===== src/logic/id_width_pkg.sv =====
// data, address, instruction and register index widths with their vector types

package id_width_pkg;

  localparam int XLEN       = 64;  // register data width
  localparam int PC_W       = 64;
  localparam int INST_W     = 32;
  localparam int REG_ADDR_W = 5;   // 32 architectural registers

  // operands, immediates, results
  typedef logic [XLEN-1:0] xlen_t;

  // instruction address
  typedef logic [PC_W-1:0] pc_t;

  // raw instruction word from fetch
  typedef logic [INST_W-1:0] inst_t;

  // register index, x0 hardwired to zero
  typedef logic [REG_ADDR_W-1:0] reg_addr_t;

endpackage


===== src/logic/rv_isa_pkg.sv =====
// rv64i opcode and funct constants, alu op codes, branch functions, operand selects

package rv_isa_pkg;

  // major opcodes of the decoded subset
  localparam logic [6:0] OPC_LUI    = 7'b0110111;
  localparam logic [6:0] OPC_AUIPC  = 7'b0010111;
  localparam logic [6:0] OPC_OP_IMM = 7'b0010011;
  localparam logic [6:0] OPC_OP     = 7'b0110011;
  localparam logic [6:0] OPC_LOAD   = 7'b0000011;
  localparam logic [6:0] OPC_STORE  = 7'b0100011;
  localparam logic [6:0] OPC_BRANCH = 7'b1100011;
  localparam logic [6:0] OPC_JAL    = 7'b1101111;
  localparam logic [6:0] OPC_JALR   = 7'b1100111;

  localparam logic [2:0] F3_ADD_SUB = 3'b000;
  localparam logic [2:0] F3_SLL     = 3'b001;
  localparam logic [2:0] F3_SLT     = 3'b010;
  localparam logic [2:0] F3_SLTU    = 3'b011;
  localparam logic [2:0] F3_XOR     = 3'b100;
  localparam logic [2:0] F3_SRL_SRA = 3'b101;
  localparam logic [2:0] F3_OR      = 3'b110;
  localparam logic [2:0] F3_AND     = 3'b111;
  localparam logic [2:0] F3_DWORD   = 3'b011;  // ld / sd
  localparam logic [2:0] F3_JALR    = 3'b000;

  localparam logic [6:0] F7_BASE = 7'b0000000;
  localparam logic [6:0] F7_ALT  = 7'b0100000;  // sub, sra
  localparam logic [5:0] F6_BASE = 6'b000000;   // rv64 shift-immediate
  localparam logic [5:0] F6_ALT  = 6'b010000;

  typedef logic [3:0] alu_op_t;
  localparam alu_op_t ALU_ADD   = 4'd0;
  localparam alu_op_t ALU_SUB   = 4'd1;
  localparam alu_op_t ALU_SLL   = 4'd2;
  localparam alu_op_t ALU_SLT   = 4'd3;
  localparam alu_op_t ALU_SLTU  = 4'd4;
  localparam alu_op_t ALU_XOR   = 4'd5;
  localparam alu_op_t ALU_SRL   = 4'd6;
  localparam alu_op_t ALU_SRA   = 4'd7;
  localparam alu_op_t ALU_OR    = 4'd8;
  localparam alu_op_t ALU_AND   = 4'd9;
  localparam alu_op_t ALU_COPY2 = 4'd10;  // result = operand 2, for lui

  // same encoding as funct3 of a branch
  typedef logic [2:0] br_func_t;
  localparam br_func_t BR_BEQ  = 3'b000;
  localparam br_func_t BR_BNE  = 3'b001;
  localparam br_func_t BR_BLT  = 3'b100;
  localparam br_func_t BR_BGE  = 3'b101;
  localparam br_func_t BR_BLTU = 3'b110;
  localparam br_func_t BR_BGEU = 3'b111;

  typedef logic src1_sel_t;
  localparam src1_sel_t SRC1_RS1 = 1'b0;
  localparam src1_sel_t SRC1_PC  = 1'b1;

  typedef logic [1:0] src2_sel_t;
  localparam src2_sel_t SRC2_RS2  = 2'd0;
  localparam src2_sel_t SRC2_IMM  = 2'd1;
  localparam src2_sel_t SRC2_FOUR = 2'd2;  // link value pc + 4

endpackage


===== src/logic/id_decoder.sv =====
// combinational rv64i subset decoder: register fields, immediates, alu and memory controls

`timescale 1ns/1ps

module id_decoder import id_width_pkg::*, rv_isa_pkg::*; (
  input  inst_t      i_inst,
  output reg_addr_t  o_rs1,
  output reg_addr_t  o_rs2,
  output reg_addr_t  o_rd,
  output xlen_t      o_imm,
  output alu_op_t    o_alu_op,
  output src1_sel_t  o_src1_sel,
  output src2_sel_t  o_src2_sel,
  output logic       o_gpr_wen,
  output logic       o_mem_ren,
  output logic       o_mem_wen,
  output logic       o_is_branch,
  output logic       o_is_jal,
  output logic       o_is_jalr,
  output br_func_t   o_br_func,
  output logic       o_invalid
);

  logic [6:0] opcode;
  logic [2:0] funct3;
  logic [6:0] funct7;
  logic [5:0] funct6;
  xlen_t      imm_i, imm_s, imm_b, imm_u, imm_j;
  logic       shamt_ok;     // rv64 shifts carry a 6-bit shamt
  logic       op_ok;
  logic       gpr_wen_raw;

  assign opcode = i_inst[6:0];
  assign funct3 = i_inst[14:12];
  assign funct7 = i_inst[31:25];
  assign funct6 = i_inst[31:26];

  assign o_rs1     = i_inst[19:15];
  assign o_rs2     = i_inst[24:20];
  assign o_rd      = i_inst[11:7];
  assign o_br_func = funct3;

  assign imm_i = {{(XLEN-12){i_inst[31]}}, i_inst[31:20]};
  assign imm_s = {{(XLEN-12){i_inst[31]}}, i_inst[31:25], i_inst[11:7]};
  assign imm_b = {{(XLEN-12){i_inst[31]}}, i_inst[7], i_inst[30:25], i_inst[11:8], 1'b0};
  assign imm_u = {{(XLEN-32){i_inst[31]}}, i_inst[31:12], 12'b0};
  assign imm_j = {{(XLEN-20){i_inst[31]}}, i_inst[19:12], i_inst[20], i_inst[30:21], 1'b0};

  assign shamt_ok = (funct3 == F3_SLL)     ? (funct6 == F6_BASE) :
                    (funct3 == F3_SRL_SRA) ? (funct6 == F6_BASE || funct6 == F6_ALT) :
                                             1'b1;
  assign op_ok    = (funct7 == F7_BASE) ||
                    (funct7 == F7_ALT && (funct3 == F3_ADD_SUB || funct3 == F3_SRL_SRA));

  // shared by op and op-imm, alt selects sub / sra
  function automatic alu_op_t alu_from_f3(input logic [2:0] f3, input logic alt);
    case (f3)
      F3_ADD_SUB: alu_from_f3 = alt ? ALU_SUB : ALU_ADD;
      F3_SLL:     alu_from_f3 = ALU_SLL;
      F3_SLT:     alu_from_f3 = ALU_SLT;
      F3_SLTU:    alu_from_f3 = ALU_SLTU;
      F3_XOR:     alu_from_f3 = ALU_XOR;
      F3_SRL_SRA: alu_from_f3 = alt ? ALU_SRA : ALU_SRL;
      F3_OR:      alu_from_f3 = ALU_OR;
      default:    alu_from_f3 = ALU_AND;
    endcase
  endfunction

  always_comb begin
    // anything not matched below stays invalid with no writes
    o_imm       = '0;
    o_alu_op    = ALU_ADD;
    o_src1_sel  = SRC1_RS1;
    o_src2_sel  = SRC2_RS2;
    gpr_wen_raw = 1'b0;
    o_mem_ren   = 1'b0;
    o_mem_wen   = 1'b0;
    o_is_branch = 1'b0;
    o_is_jal    = 1'b0;
    o_is_jalr   = 1'b0;
    o_invalid   = 1'b1;
    case (opcode)
      OPC_LUI: begin
        o_imm = imm_u; o_src2_sel = SRC2_IMM; o_alu_op = ALU_COPY2;
        gpr_wen_raw = 1'b1; o_invalid = 1'b0;
      end
      OPC_AUIPC: begin
        o_imm = imm_u; o_src1_sel = SRC1_PC; o_src2_sel = SRC2_IMM;
        gpr_wen_raw = 1'b1; o_invalid = 1'b0;
      end
      OPC_OP_IMM: if (shamt_ok) begin
        o_imm       = imm_i;
        o_src2_sel  = SRC2_IMM;
        o_alu_op    = alu_from_f3(funct3, i_inst[30] && funct3 == F3_SRL_SRA);  // no subi
        gpr_wen_raw = 1'b1;
        o_invalid   = 1'b0;
      end
      OPC_OP: if (op_ok) begin
        o_alu_op    = alu_from_f3(funct3, i_inst[30]);
        gpr_wen_raw = 1'b1;
        o_invalid   = 1'b0;
      end
      OPC_LOAD: if (funct3 == F3_DWORD) begin
        o_imm = imm_i; o_src2_sel = SRC2_IMM;  // address = rs1 + imm
        o_mem_ren = 1'b1; gpr_wen_raw = 1'b1; o_invalid = 1'b0;
      end
      OPC_STORE: if (funct3 == F3_DWORD) begin
        o_imm = imm_s; o_src2_sel = SRC2_IMM;
        o_mem_wen = 1'b1; o_invalid = 1'b0;
      end
      OPC_BRANCH: if (funct3 != 3'b010 && funct3 != 3'b011) begin
        o_imm = imm_b; o_is_branch = 1'b1; o_invalid = 1'b0;
      end
      OPC_JAL: begin
        o_imm = imm_j; o_src1_sel = SRC1_PC; o_src2_sel = SRC2_FOUR;
        o_is_jal = 1'b1; gpr_wen_raw = 1'b1; o_invalid = 1'b0;
      end
      OPC_JALR: if (funct3 == F3_JALR) begin
        o_imm = imm_i; o_src1_sel = SRC1_PC; o_src2_sel = SRC2_FOUR;
        o_is_jalr = 1'b1; gpr_wen_raw = 1'b1; o_invalid = 1'b0;
      end
      default: ;
    endcase
  end

  assign o_gpr_wen = gpr_wen_raw && (o_rd != '0);  // x0 writes dropped here

endmodule


===== config.mk =====
export PLATFORM = sky130hd
export DESIGN_NAME = id_decoder
export DESIGN_NICKNAME = d
export VERILOG_FILES = /design/src/logic/id_width_pkg.sv /design/src/logic/rv_isa_pkg.sv /design/src/logic/id_decoder.sv
export SDC_FILE = /design/constraint.sdc
export NUM_CORES = 1
export LEC_CHECK = 0
export BUFFER_PORTS_ARGS = -buffer_cell sky130_fd_sc_hd__buf_2
export CAP_MARGIN = 20
export CORE_MARGIN = 5
export CORE_UTILIZATION = 38
export DETAILED_ROUTE_END_ITERATION = 10
export PLACE_DENSITY_LB_ADDON = 0.05
export SLEW_MARGIN = 20
export SYNTH_ARGS = -nofsm -noshare
export SYNTH_HDL_FRONTEND = slang
export SYNTH_SLANG_ARGS = --single-unit

===== constraint.sdc =====
create_clock -name vclk -period 3.7
set_input_delay 0.74 -clock vclk [all_inputs]
set_output_delay 0.74 -clock vclk [all_outputs]
set_load 0.05 [all_outputs]

Word level (Yosys, flattened, before mapping)
Cells that the tools add are included. Widths: inputs -> output; s select.

Equal/unequal tests: 19. Multiplexer cells: 39. Reductions and logical operators: 15.

Operator list (number): $pmux 64 s7 (1); $mux 64 (5); $pmux 4 s7 (2); $eq 7x6->1 const B (4); $mux 1 (23); $eq 7x7->1 const B (3); $eq 7x5->1 const B (2); $pmux 4 s3 (1); $pmux 2 s5 (1); $eq 3x3->1 const B (3); $mux 4 (2); $eq 7x2->1 const B (1); $logic_not 7->1 (1); $eq 3x2->1 const B (2); $eq 6x5->1 const B (1); $logic_not 6->1 (1); $ne 3x2->1 const B (2); $pmux 1 s6 (1); $reduce_or 2->1 (3); $pmux 1 s5 (1); $reduce_bool 5->1 (1); $logic_and 1x1->1 (4); $eq 3x1->1 const B (1); $logic_not 3->1 (1); other kinds (4) (6).

Flip-flop bits (word level): 0. Bits of input ports: 32. Output and inout bits: 96. Word-level logic and storage cells: 73.

Logic depth before layout (Yosys ltp)
Gate-level depths: netlist (run 1).

Depth after elaboration: 7. Mapped depth: 8. Depth with buffers taken out: 5.

Least setup slack after synthesis (run 1)
No wires, ideal clock.

Path type: input to output. From: in i_inst[5]. To: out o_imm[32]. Data arrival time: 4132 ps. Required time: 2960 ps. Slack: -1172 ps. Stages: 7. Buffers on the path: 3. Path through: clkbuf_1 > nand4b_1 > nor3_1 > nand2b_1 > buf_2 > o31a_1 > buf_4.

Cells in the longest elaborated chain, start to end: 3. Elaborated cells on any way between the ends: 10. Those cells by class: 8 x eq/ne; 1 x mux; 1 x reduce/logical.

Ends and longest elaborated chain: start, declared (RTL line id_decoder.sv:6) `input inst_t i_inst,`; $eq 7x5->1 / $eq 7x6->1 (equally long branches) (RTL line id_decoder.sv:82) `case (opcode)`; $reduce_or 2->1 (no source line); $pmux 64 s7 * (RTL line id_decoder.sv:82); end, declared (RTL line id_decoder.sv:10) `output xlen_t o_imm,`.

Mark *: on every way between the ends. The rest lies on a longest branch, timed or not.

Worst setup path in the final report (run 1)
From: in i_inst[4]. To: out o_imm[22].

The elaborated chain is that of the path after synthesis.

==> results_tabular.tex, run 1 <==
\begin{tabular}{lr}
\hline
Metric & Value \\
\hline
\multicolumn{2}{l}{\textbf{Run status}} \\
Status & finished, final reports clean \\
\multicolumn{2}{l}{\textbf{Pwr}} \\
Tot Pwr & around 170 uW \\
Internal Pwr Total & roughly 42 uW \\
Clock power share & 0\% \\
Combinational fraction of design power & 100.0\% \\
Power per unit of standard cell area & 109 nW/um\^{}2 \\
Net Switching & $\sim$120 uW \\
Switching part of the total & 74.9\% \\
Standby leakage power & approximately 1.1 nW \\
Maximum vdd ir drop & around 0.056 mV \\
Power share of the sequential group & 0\% \\
\multicolumn{2}{l}{\textbf{Clock tree}} \\
Post-CTS setup buffer count & 0 \\
Quantity of hold-fixing buffers added after cts & 0 \\
Resize count post-CTS & 0 \\
\multicolumn{2}{l}{\textbf{STA}} \\
Number of max-slew violations in the final report & 0 \\
Slew at the pin closest to its max-slew limit & 464 ps \\
Min Clock Period, post-route & 3360 ps \\
Hold Fails Final Rpt & 0 \\
Period Utilization, post-route & 90.8\% \\
Total negative slack & 0 ps \\
Setup Viol. Count Final & 0 \\
Highest achievable clock rate & 0.298 GHz \\
RSZ-0062 raised after global routing & false \\
Worst slew slack as a fraction of its limit & 69.0\% \\
\multicolumn{2}{l}{\textbf{Setup path}} \\
CP cell instances & buf\_2 > nand4b\_1 > a211o\_1 > o211ai\_2 > o21a\_1 > a21o\_1 > buf\_2 \\
Signal arrival time at the worst endpoint & 2620 ps \\
Endpoint required time on the critical path & 2960 ps \\
Most used cell along the critical path & sky130\_fd\_sc\_hd\_\_buf\_2 \\
CP endpoint kind & output pin \\
Largest stage delay on the critical path & 420 ps \\
Slowest library cell on the worst path & sky130\_fd\_sc\_hd\_\_a211o\_1 \\
CP Class & in2out \\
Crit-path max FO & 10 \\
Startpoint type of the worst setup path & input port \\
\multicolumn{2}{l}{\textbf{Finish}} \\
Total area of sequential cells & 0 sq um \\
Sequential cells & 0 \\
Area growth from synthesis to layout & 22.6\% \\
Summed area of non-filler cells in the final layout & roughly 1500 sq um \\
Antenna Diode Count & 0 \\
Final-layout clock buffer total & 0 \\
Total number of nets in the final design & $\sim$290 \\
Fraction of final layout cells with drive strength greater than 1 & 55.7\% \\
Fillers & roughly 380 \\
\multicolumn{2}{l}{\textbf{Floorplanning}} \\
Core area & 3100 sq um \\
Starting density of the core & between 40\% and 50\% \\
Number of cell rows & 20 \\
Horizontal die dimension & 67.4 um \\
Top-Level Pins & 128 \\
Y dimension of the die & roughly 67 um \\
Die Area & 4540 sq um \\
\multicolumn{2}{l}{\textbf{Logic synthesis}} \\
Synthesized netlist net count & 219 \\
Post-Syn Area per Cell & 6.68 sq um \\
Summed instance area of the synthesized netlist & 1250 sq um \\
Cell count after synthesis & 187 \\
Top post-synthesis cells by count & sky130\_fd\_sc\_hd\_\_buf\_4, sky130\_fd\_sc\_hd\_\_a21o\_1, sky130\_fd\_sc\_hd\_\_nor2\_1 \\
Most instantiated library cell after synthesis & sky130\_fd\_sc\_hd\_\_buf\_4 \\
Leading area contributor after synthesis & sky130\_fd\_sc\_hd\_\_buf\_4 \\
Portion of the post-synthesis area used by sequential elements & 0\% \\
Distinct cell type count after synthesis & 44 \\
Share of Yosys cell area claimed by the top area cell type & 30.0\% \\
Yosys warns & 0 \\
Leading post-synthesis cells by cell area & sky130\_fd\_sc\_hd\_\_buf\_4, sky130\_fd\_sc\_hd\_\_a21o\_1, sky130\_fd\_sc\_hd\_\_o21ai\_0 \\
\multicolumn{2}{l}{\textbf{Worst hold path}} \\
Startpoint of the worst hold path & i\_inst[18] \\
Worst hold path class & in2out \\
Count of cells along the worst hold path & 2 \\
Sink of the worst hold path & o\_rs1[3] \\
\multicolumn{2}{l}{\textbf{Placement}} \\
Area after detailed placement & 1530 sq um \\
Number of port buffers & between 100 and 150 \\
Total half-perimeter wirelength after legalization and detailed placement & 3510 um \\
Placer congestion estimate & a little under 0.9 \\
\multicolumn{2}{l}{\textbf{Routing}} \\
Routed wire length per instance & $\sim$14 um \\
Routed Antenna Nets & 0 \\
Detailed-routing iteration count for the pre-antenna-repair pass & 4 \\
Count of vias placed by the detailed router & 1,492 \\
Via density & 5.02 \\
Violation count after the first detailed-routing iteration & 75 \\
Final routed DRC violation total & 0 \\
Total routed wirelength & 4140 um \\
\multicolumn{2}{l}{\textbf{GRT}} \\
Antenna violations before repair & 0 \\
Vias in the first global route & about 1,300 \\
Final global-route overflow total & 0 \\
Overall fraction of global-route tracks in use & 16.4\% \\
Global-route wire length before repair & a little over 6000 um \\
Pin count of the biggest net entering global routing & 34 \\
\multicolumn{2}{l}{\textbf{Run}} \\
Number of max-cap violations & 0 \\
\hline
\end{tabular}
## layout make-up
| class | count | area, sq um | share of cell area (%) |
|---|---|---|---|
| multi-input combinational | 117 | 807 | 52.7 |
| timing repair buffer | 128 | 641 | 41.8 |
| inverter | 8 | 30.0 | 1.96 |
| tap | 44 | 55.1 | 3.59 |
## cell families (layout without fill, tap and decap cells)
logic type	Yosys count	after routing	share of synthesized area, %
buffers and inverters	70	136	37.4
AOI/OAI and AO/OA	56	56	33.9
xor gates and xnor gates	1	1	0.701
and+or+nand+nor	60	60	27.9
## cells in the final DEF, fill, tap and decap left out, types with 5 or more instances in the layout
cell	instances
sky130_fd_sc_hd__a22o_1	5
sky130_fd_sc_hd__nand2b_1	6
sky130_fd_sc_hd__nor2_1	12
sky130_fd_sc_hd__a21oi_1	5
sky130_fd_sc_hd__nand2_1	7
sky130_fd_sc_hd__nor2b_1	6
sky130_fd_sc_hd__a21o_1	18
sky130_fd_sc_hd__buf_2	128
sky130_fd_sc_hd__o21ai_0	10
sky130_fd_sc_hd__inv_1	8
## power by group through the flow
stage | combinational [mW] | sequential, mW | clock, mW
detailed placement | 0.167 | 0 | 0
CTS | 0.168 | 0 | 0
floorplan | 0.141 | 0 | 0
global route | 0.178 | 0 | 0
finish | 0.167 | 0 | 0
global placement | 0.168 | 0 | 0
## routing by layer
layer  part of all wire, %  track usage (%)  vias up
met4                  0.44            0.759        0
li1                      -                -      739
met3                   9.8             1.50        2
met1                    42             21.5      675
met5                     0                0        -
met2                    48             30.1       76
## critical path: cells and delay by family
family,cells,cell delay (ps)
AOI/OAI and AO/OA,4,1110
buffers and inverters,2,410
and+or+nand+nor,1,360
## worst max-delay path by stage
stage,from,depth (start not counted),end
after detailed placement,i_inst[4],7,o_imm[25]
after floorplan,i_inst[5],7,o_imm[32]
after global routing,i_inst[5],7,o_imm[25]
after CTS,i_inst[4],7,o_imm[25]
after global placement,i_inst[4],7,o_imm[22]
final,i_inst[4],7,o_imm[22]
## through the flow
stage / cells / worst slack, ps / util (%) / hold slack, ps
floorplan: 187 / 220 / - / 1650
global placement: 297 / 339 / 49.4 / 1780
detailed placement: 297 / 356 / 49.4 / 1790
CTS: 297 / 351 / 49.4 / 1790
global route: 297 / 210 / 49.4 / 1790
finish: 297 / 339 / 49.4 / 1790
Power figures use the tool's default switching activity.
==> run 2: changes to the inputs <==
--- a/config.mk
+++ b/config.mk
@@ -5,10 +5,11 @@
 export SDC_FILE = /design/constraint.sdc
 export NUM_CORES = 1
 export LEC_CHECK = 0
+export ABC_AREA = 1
 export BUFFER_PORTS_ARGS = -buffer_cell sky130_fd_sc_hd__buf_2
 export CAP_MARGIN = 20
 export CORE_MARGIN = 5
-export CORE_UTILIZATION = 38
+export CORE_UTILIZATION = 40
 export DETAILED_ROUTE_END_ITERATION = 10
 export PLACE_DENSITY_LB_ADDON = 0.05
 export SLEW_MARGIN = 20
==> results_tabular.tex, run 2 <==
\begin{tabular}{lr}
\hline
Metric & Value \\
\hline
\multicolumn{2}{l}{\textbf{Run status}} \\
Status & finished, final reports clean \\
\multicolumn{2}{l}{\textbf{Logic synthesis}} \\
Synthesized netlist net count & 402 (+84\%) \\
Share of Yosys cell area claimed by the top area cell type & 19.4\% (-11 points) \\
Leading area contributor after synthesis & sky130\_fd\_sc\_hd\_\_buf\_4 \\
Post-Syn Area per Cell & 5.45 sq um (-18\%) \\
Most instantiated library cell after synthesis & sky130\_fd\_sc\_hd\_\_nand2\_1 \\
Leading post-synthesis cells by cell area & sky130\_fd\_sc\_hd\_\_buf\_4, sky130\_fd\_sc\_hd\_\_nand2\_1, sky130\_fd\_sc\_hd\_\_nand3\_1 \\
Portion of the post-synthesis area used by sequential elements & 0\% (unchanged) \\
Cell count after synthesis & 370 (+98\%) \\
Summed instance area of the synthesized netlist & 2020 sq um (+61\%) \\
Distinct cell type count after synthesis & 25 (-43\%) \\
Top post-synthesis cells by count & sky130\_fd\_sc\_hd\_\_nand2\_1, sky130\_fd\_sc\_hd\_\_buf\_4, sky130\_fd\_sc\_hd\_\_nand3\_1 \\
Yosys warns & 0 (unchanged) \\
\multicolumn{2}{l}{\textbf{Floorplanning}} \\
Horizontal die dimension & 81.0 um (+20\%) \\
Number of cell rows & 25 (+25\%) \\
Starting density of the core & 41.9\% (+1.6 points) \\
Y dimension of the die & 81.0 um (+20\%) \\
Top-Level Pins & 128 (unchanged) \\
Die Area & 6560 sq um (+45\%) \\
Core area & 4820 sq um (+55\%) \\
\multicolumn{2}{l}{\textbf{Clock tree}} \\
Post-CTS setup buffer count & 0 (unchanged) \\
Quantity of hold-fixing buffers added after cts & 0 (unchanged) \\
Resize count post-CTS & 0 (unchanged) \\
\multicolumn{2}{l}{\textbf{GRT}} \\
Antenna violations before repair & 0 (unchanged) \\
Vias in the first global route & 2,122 (+60\%) \\
Pin count of the biggest net entering global routing & 34 (unchanged) \\
Final global-route overflow total & 0 (unchanged) \\
Global-route wire length before repair & 10,200 um (+68\%) \\
Overall fraction of global-route tracks in use & 19.0\% (+2.7 points) \\
\multicolumn{2}{l}{\textbf{Setup path}} \\
CP Class & in2out \\
Startpoint of the worst setup timing path & i\_inst[4] \\
Crit-path max FO & 33 (+23) \\
Signal arrival time at the worst endpoint & 2520 ps (-100 ps) \\
CP endpoint kind & output pin \\
Startpoint type of the worst setup path & input port \\
Endpoint required time on the critical path & 2960 ps (about the same) \\
\multicolumn{2}{l}{\textbf{Finish}} \\
Most common library cell in the layout ignoring fill and taps & sky130\_fd\_sc\_hd\_\_buf\_2 \\
Summed area of non-filler cells in the final layout & 2330 sq um (+52\%) \\
Fraction of final layout cells with drive strength greater than 1 & 44.3\% (-11 points) \\
Commonest non-fill, non-tap cells in the layout & sky130\_fd\_sc\_hd\_\_buf\_2, sky130\_fd\_sc\_hd\_\_nand2\_1, sky130\_fd\_sc\_hd\_\_nand3\_1 \\
Sequential cells & 0 (unchanged) \\
Final-layout clock buffer total & 0 (unchanged) \\
Antenna Diode Count & 0 (unchanged) \\
Total area of sequential cells & 0 sq um (unchanged) \\
Fillers & 586 (+56\%) \\
Total number of nets in the final design & 476 (+66\%) \\
Area growth from synthesis to layout & 15.5\% \\
\multicolumn{2}{l}{\textbf{Pwr}} \\
Maximum vdd ir drop & 0.0456 mV (-18\%) \\
Power per unit of standard cell area & 87.1 nW/um\^{}2 (-20\%) \\
Standby leakage power & 1.62 nW (+43\%) \\
\multicolumn{2}{l}{\textbf{Placement}} \\
Placer congestion estimate & 0.906 (+3.1\%) \\
Area after detailed placement & 2330 sq um (+52\%) \\
Total half-perimeter wirelength after legalization and detailed placement & 5300 um (+51\%) \\
Number of port buffers & 128 (unchanged) \\
\multicolumn{2}{l}{\textbf{STA}} \\
Total negative slack & 0 ps (unchanged) \\
Period Utilization, post-route & 88.2\% (-2.6 points) \\
Min Clock Period, post-route & 3260 ps (-96.8 ps) \\
Number of max-slew violations in the final report & 0 (unchanged) \\
Worst slew slack as a fraction of its limit & 69.1\% (about the same) \\
Slew at the pin closest to its max-slew limit & 462 ps (-2.41 ps) \\
RSZ-0062 raised after global routing & false \\
Hold Fails Final Rpt & 0 (unchanged) \\
Setup Viol. Count Final & 0 (unchanged) \\
Highest achievable clock rate & 0.306 GHz (+3.0\%) \\
\multicolumn{2}{l}{\textbf{Routing}} \\
Via density & 4.76 (-5.3\%) \\
Total routed wirelength & 6560 um (+59\%) \\
Violation count after the first detailed-routing iteration & 136 (+81\%) \\
Routed wire length per instance & 12.9 um (-7.5\%) \\
Final routed DRC violation total & 0 (unchanged) \\
Count of vias placed by the detailed router & 2,422 (+62\%) \\
Detailed-routing iteration count for the pre-antenna-repair pass & 4 (unchanged) \\
Routed Antenna Nets & 0 (unchanged) \\
\multicolumn{2}{l}{\textbf{Worst hold path}} \\
Worst hold path class & in2out \\
Count of cells along the worst hold path & 2 (unchanged) \\
Startpoint of the worst hold path & i\_inst[11] \\
\multicolumn{2}{l}{\textbf{Run}} \\
Number of max-cap violations & 0 (unchanged) \\
\hline
\end{tabular}
[run 2: cell count changes in the layout (fill, tap and decap cells not counted), moves of 12 or more]
cell                      previous run  this run
sky130_fd_sc_hd__nand3_1             3        52
sky130_fd_sc_hd__nand2_1             7        98
sky130_fd_sc_hd__nand2_2             0        12
sky130_fd_sc_hd__a21o_1             18         0
sky130_fd_sc_hd__nor2_1             12        49
sky130_fd_sc_hd__nand3_2             0        19
[run 2: cell families after synthesis]
group | Yosys count | share of synthesized area, %
AND/OR/NAND/NOR | 251 | 64.0
buffers and inverters | 96 | 29.9
AO/OA/AOI/OAI | 23 | 6.14
[run 2: per-layer routing]
layer | global-route usage (%) | vias to the layer above | wire length [um]
met5 | 0 | - | 0
li1 | - | 1275 | -
met4 | 0.845 | 0 | 16
met3 | 0.665 | 2 | 498
met1 | 28.0 | 1055 | 2860
met2 | 32.1 | 90 | 3180
[run 2: final cells by class]
cell class	instances	area [sq um]	share of cell area [%]
inverter	29	109	4.67
tap	67	83.8	3.60
timing repair buffer	139	723	31.0
multi-input combinational	274	1410	60.7
[run 2: path summary, 6_finish.rpt]
check / end / slack, ps
setup / recovery: o_imm[53] / 440
hold / removal: o_rd[4] / 1780
[run 2: power breakdown]
group	switching (mW)	internal [mW]
registers	0	0
logic	0.156	0.0468
clock network	0	0
total	0.156	0.0468
[run 2: worst max-delay path, stage by stage]
cell                      delay (ps)
sky130_fd_sc_hd__buf_2           160
sky130_fd_sc_hd__inv_2            90
sky130_fd_sc_hd__nand2_4          90
sky130_fd_sc_hd__nor2_4           50
sky130_fd_sc_hd__nand2_4         110
sky130_fd_sc_hd__inv_2            60
sky130_fd_sc_hd__nand2_2          60
sky130_fd_sc_hd__nand2_2          60
sky130_fd_sc_hd__nor2_4          330
sky130_fd_sc_hd__nand3_2         420
sky130_fd_sc_hd__buf_2           350
[run 2: metrics by stage]
stage	utilization [%]	hold WS (ps)	worst slack [ps]	total power [mW]	cells
floorplan	-	1590	187	0.161	370
global placement	48.4	1780	476	0.203	509
detailed placement	48.4	1780	404	0.204	509
CTS	48.4	1780	407	0.204	509
global route	48.4	1790	208	0.218	509
finish	48.4	1780	436	0.203	509
==> run 3: changes to the inputs <==
--- a/config.mk
+++ b/config.mk
@@ -8,6 +8,7 @@
 export ABC_AREA = 1
 export BUFFER_PORTS_ARGS = -buffer_cell sky130_fd_sc_hd__buf_2
 export CAP_MARGIN = 20
+export CORE_ASPECT_RATIO = 0.75
 export CORE_MARGIN = 5
 export CORE_UTILIZATION = 40
 export DETAILED_ROUTE_END_ITERATION = 10
==> results_tabular.tex, run 3 (synthesis results as in run 2) <==
\begin{tabular}{lr}
\hline
Metric & Value \\
\hline
\multicolumn{2}{l}{\textbf{Worst hold path}} \\
Count of cells along the worst hold path & 2 (unchanged) \\
Worst hold path class & in2out \\
Sink of the worst hold path & o\_rd[4] \\
Startpoint of the worst hold path & i\_inst[11] \\
\multicolumn{2}{l}{\textbf{Placement}} \\
Area after detailed placement & 2320 sq um (-0.38\%) \\
Number of port buffers & 128 (unchanged) \\
Post-placement worst setup slack & 186 ps (-218 ps) \\
Total half-perimeter wirelength after legalization and detailed placement & 5200 um (-2.0\%) \\
Placer congestion estimate & 0.858 (-5.3\%) \\
\multicolumn{2}{l}{\textbf{Setup path}} \\
CP Class & in2out \\
Endpoint required time on the critical path & 2960 ps (about the same) \\
CP endpoint kind & output pin \\
Slowest library cell on the worst path & sky130\_fd\_sc\_hd\_\_nor2\_4 \\
Largest stage delay on the critical path & 390 ps (-30 ps) \\
Signal arrival time at the worst endpoint & 2560 ps (+40 ps) \\
CP cell instances & buf\_2 > nand2\_2 > inv\_2 > nand2\_2 > nor2\_1 > nand2\_1 > nand2\_4 > nor2\_4 > nand3\_4 > buf\_2 \\
Crit-path max FO & 33 (unchanged) \\
Startpoint type of the worst setup path & input port \\
\multicolumn{2}{l}{\textbf{Floorplanning}} \\
Top-Level Pins & 128 (unchanged) \\
Starting density of the core & 41.2\% (-0.71 points) \\
Number of cell rows & 22 (-12\%) \\
Horizontal die dimension & 92.0 um (+14\%) \\
Core area & 4900 sq um (+1.7\%) \\
Y dimension of the die & 71.5 um (-12\%) \\
Die Area & 6580 sq um (+0.22\%) \\
\multicolumn{2}{l}{\textbf{STA}} \\
Worst slew slack as a fraction of its limit & 70.3\% (+1.2 points) \\
Hold Fails Final Rpt & 0 (unchanged) \\
Period Utilization, post-route & 89.3\% (+1.0 points) \\
Number of max-slew violations in the final report & 0 (unchanged) \\
RSZ-0062 raised after global routing & false \\
Worst hold-check slack & 1780 ps (-0.540 ps) \\
Setup Viol. Count Final & 0 (unchanged) \\
Total negative slack & 0 ps (unchanged) \\
Min Clock Period, post-route & 3300 ps (+38.3 ps) \\
Highest achievable clock rate & 0.303 GHz (-1.2\%) \\
Fin worst setup slack & 397 ps (-38.3 ps) \\
Slew at the pin closest to its max-slew limit & 444 ps (-18.2 ps) \\
\multicolumn{2}{l}{\textbf{GRT}} \\
Global-route wire length before repair & 10,400 um (+1.5\%) \\
Pin count of the biggest net entering global routing & 34 (unchanged) \\
Vias in the first global route & 2,100 (-1.0\%) \\
Antenna violations before repair & 0 (unchanged) \\
Overall fraction of global-route tracks in use & 18.5\% (-0.50 points) \\
Final global-route overflow total & 0 (unchanged) \\
\multicolumn{2}{l}{\textbf{Finish}} \\
Total number of nets in the final design & 476 (unchanged) \\
Final-layout clock buffer total & 0 (unchanged) \\
Fraction of final layout cells with drive strength greater than 1 & 44.3\% (unchanged) \\
Area growth from synthesis to layout & 15.4\% (about the same) \\
Antenna Diode Count & 0 (unchanged) \\
Sequential cells & 0 (unchanged) \\
Total area of sequential cells & 0 sq um (unchanged) \\
Most common library cell in the layout ignoring fill and taps & sky130\_fd\_sc\_hd\_\_buf\_2 \\
Summed area of non-filler cells in the final layout & 2330 sq um (about the same) \\
Commonest non-fill, non-tap cells in the layout & sky130\_fd\_sc\_hd\_\_buf\_2, sky130\_fd\_sc\_hd\_\_nand2\_1, sky130\_fd\_sc\_hd\_\_nand3\_1 \\
\multicolumn{2}{l}{\textbf{Routing}} \\
Violation count after the first detailed-routing iteration & 116 (-15\%) \\
Via density & 4.78 (+0.39\%) \\
Total routed wirelength & 6370 um (-2.8\%) \\
Final routed DRC violation total & 0 (unchanged) \\
Detailed-routing iteration count for the pre-antenna-repair pass & 4 (unchanged) \\
Routed Antenna Nets & 0 (unchanged) \\
Count of vias placed by the detailed router & 2,398 (-0.99\%) \\
Routed wire length per instance & 12.7 um (-1.4\%) \\
\multicolumn{2}{l}{\textbf{Clock tree}} \\
Post-CTS setup buffer count & 0 (unchanged) \\
\multicolumn{2}{l}{\textbf{Run status}} \\
Status & finished, final reports clean \\
\multicolumn{2}{l}{\textbf{Pwr}} \\
Standby leakage power & 1.62 nW (about the same) \\
Power per unit of standard cell area & 86.9 nW/um\^{}2 (-0.28\%) \\
Maximum vdd ir drop & 0.0467 mV (+2.4\%) \\
\multicolumn{2}{l}{\textbf{Run}} \\
Number of max-cap violations & 0 (unchanged) \\
\hline
\end{tabular}
-- run 3: critical path: cells and delay by family --
kind | cells | cell delay, ps
buf+inv | 3 | 450
simple gates | 7 | 1360
-- run 3: worst max-delay path by stage --
stage / start / endpoint / slack, ps / cells past startpoint
after floorplan: i_inst[13] / o_mem_ren / 190 / 6
after global placement: i_inst[1] / o_imm[42] / 280 / 10
after detailed placement: i_inst[1] / o_imm[42] / 190 / 10
after CTS: i_inst[1] / o_imm[42] / 190 / 10
after global routing: i_inst[1] / o_imm[53] / 160 / 10
final: i_inst[1] / o_imm[48] / 400 / 10
-- run 3: routing by layer --
metal	global-route usage (%)	up-vias	wire length [um]
met4	0	0	0
met2	30.7	77	2890
li1	-	1274	-
met3	0.839	0	369
met1	28.1	1047	3110
met5	0	-	0
-- run 3: what timing repair did --
item	4_1_cts	5_1_grt
resized for setup	0	1
endpoints found under the setup margin	0	33
hold buffers	0	0
-- run 3: report_power, final --
group	internal [mW]	total [mW]	switching, mW
Clock	0	0	0
Sequential	0	0	0
Combinational	0.0466	0.202	0.156
Total	0.0466	0.202	0.156
-- run 3: area by class of cell --
cell class / instances / area [sq um]
Fill cell: 560 / 2570
Multi-Input combinational cell: 274 / 1420
Timing Repair Buffer: 139 / 723
Inverter: 29 / 109
Tap cell: 60 / 75.1
-- run 3: through the flow --
step                power, mW  utilization, %  cells
CTS                     0.203            47.4    502
detailed placement      0.203            47.4    502
floorplan               0.161               -    370
global route            0.218            47.5    502
global placement        0.202            47.4    502
finish                  0.202            47.5    502
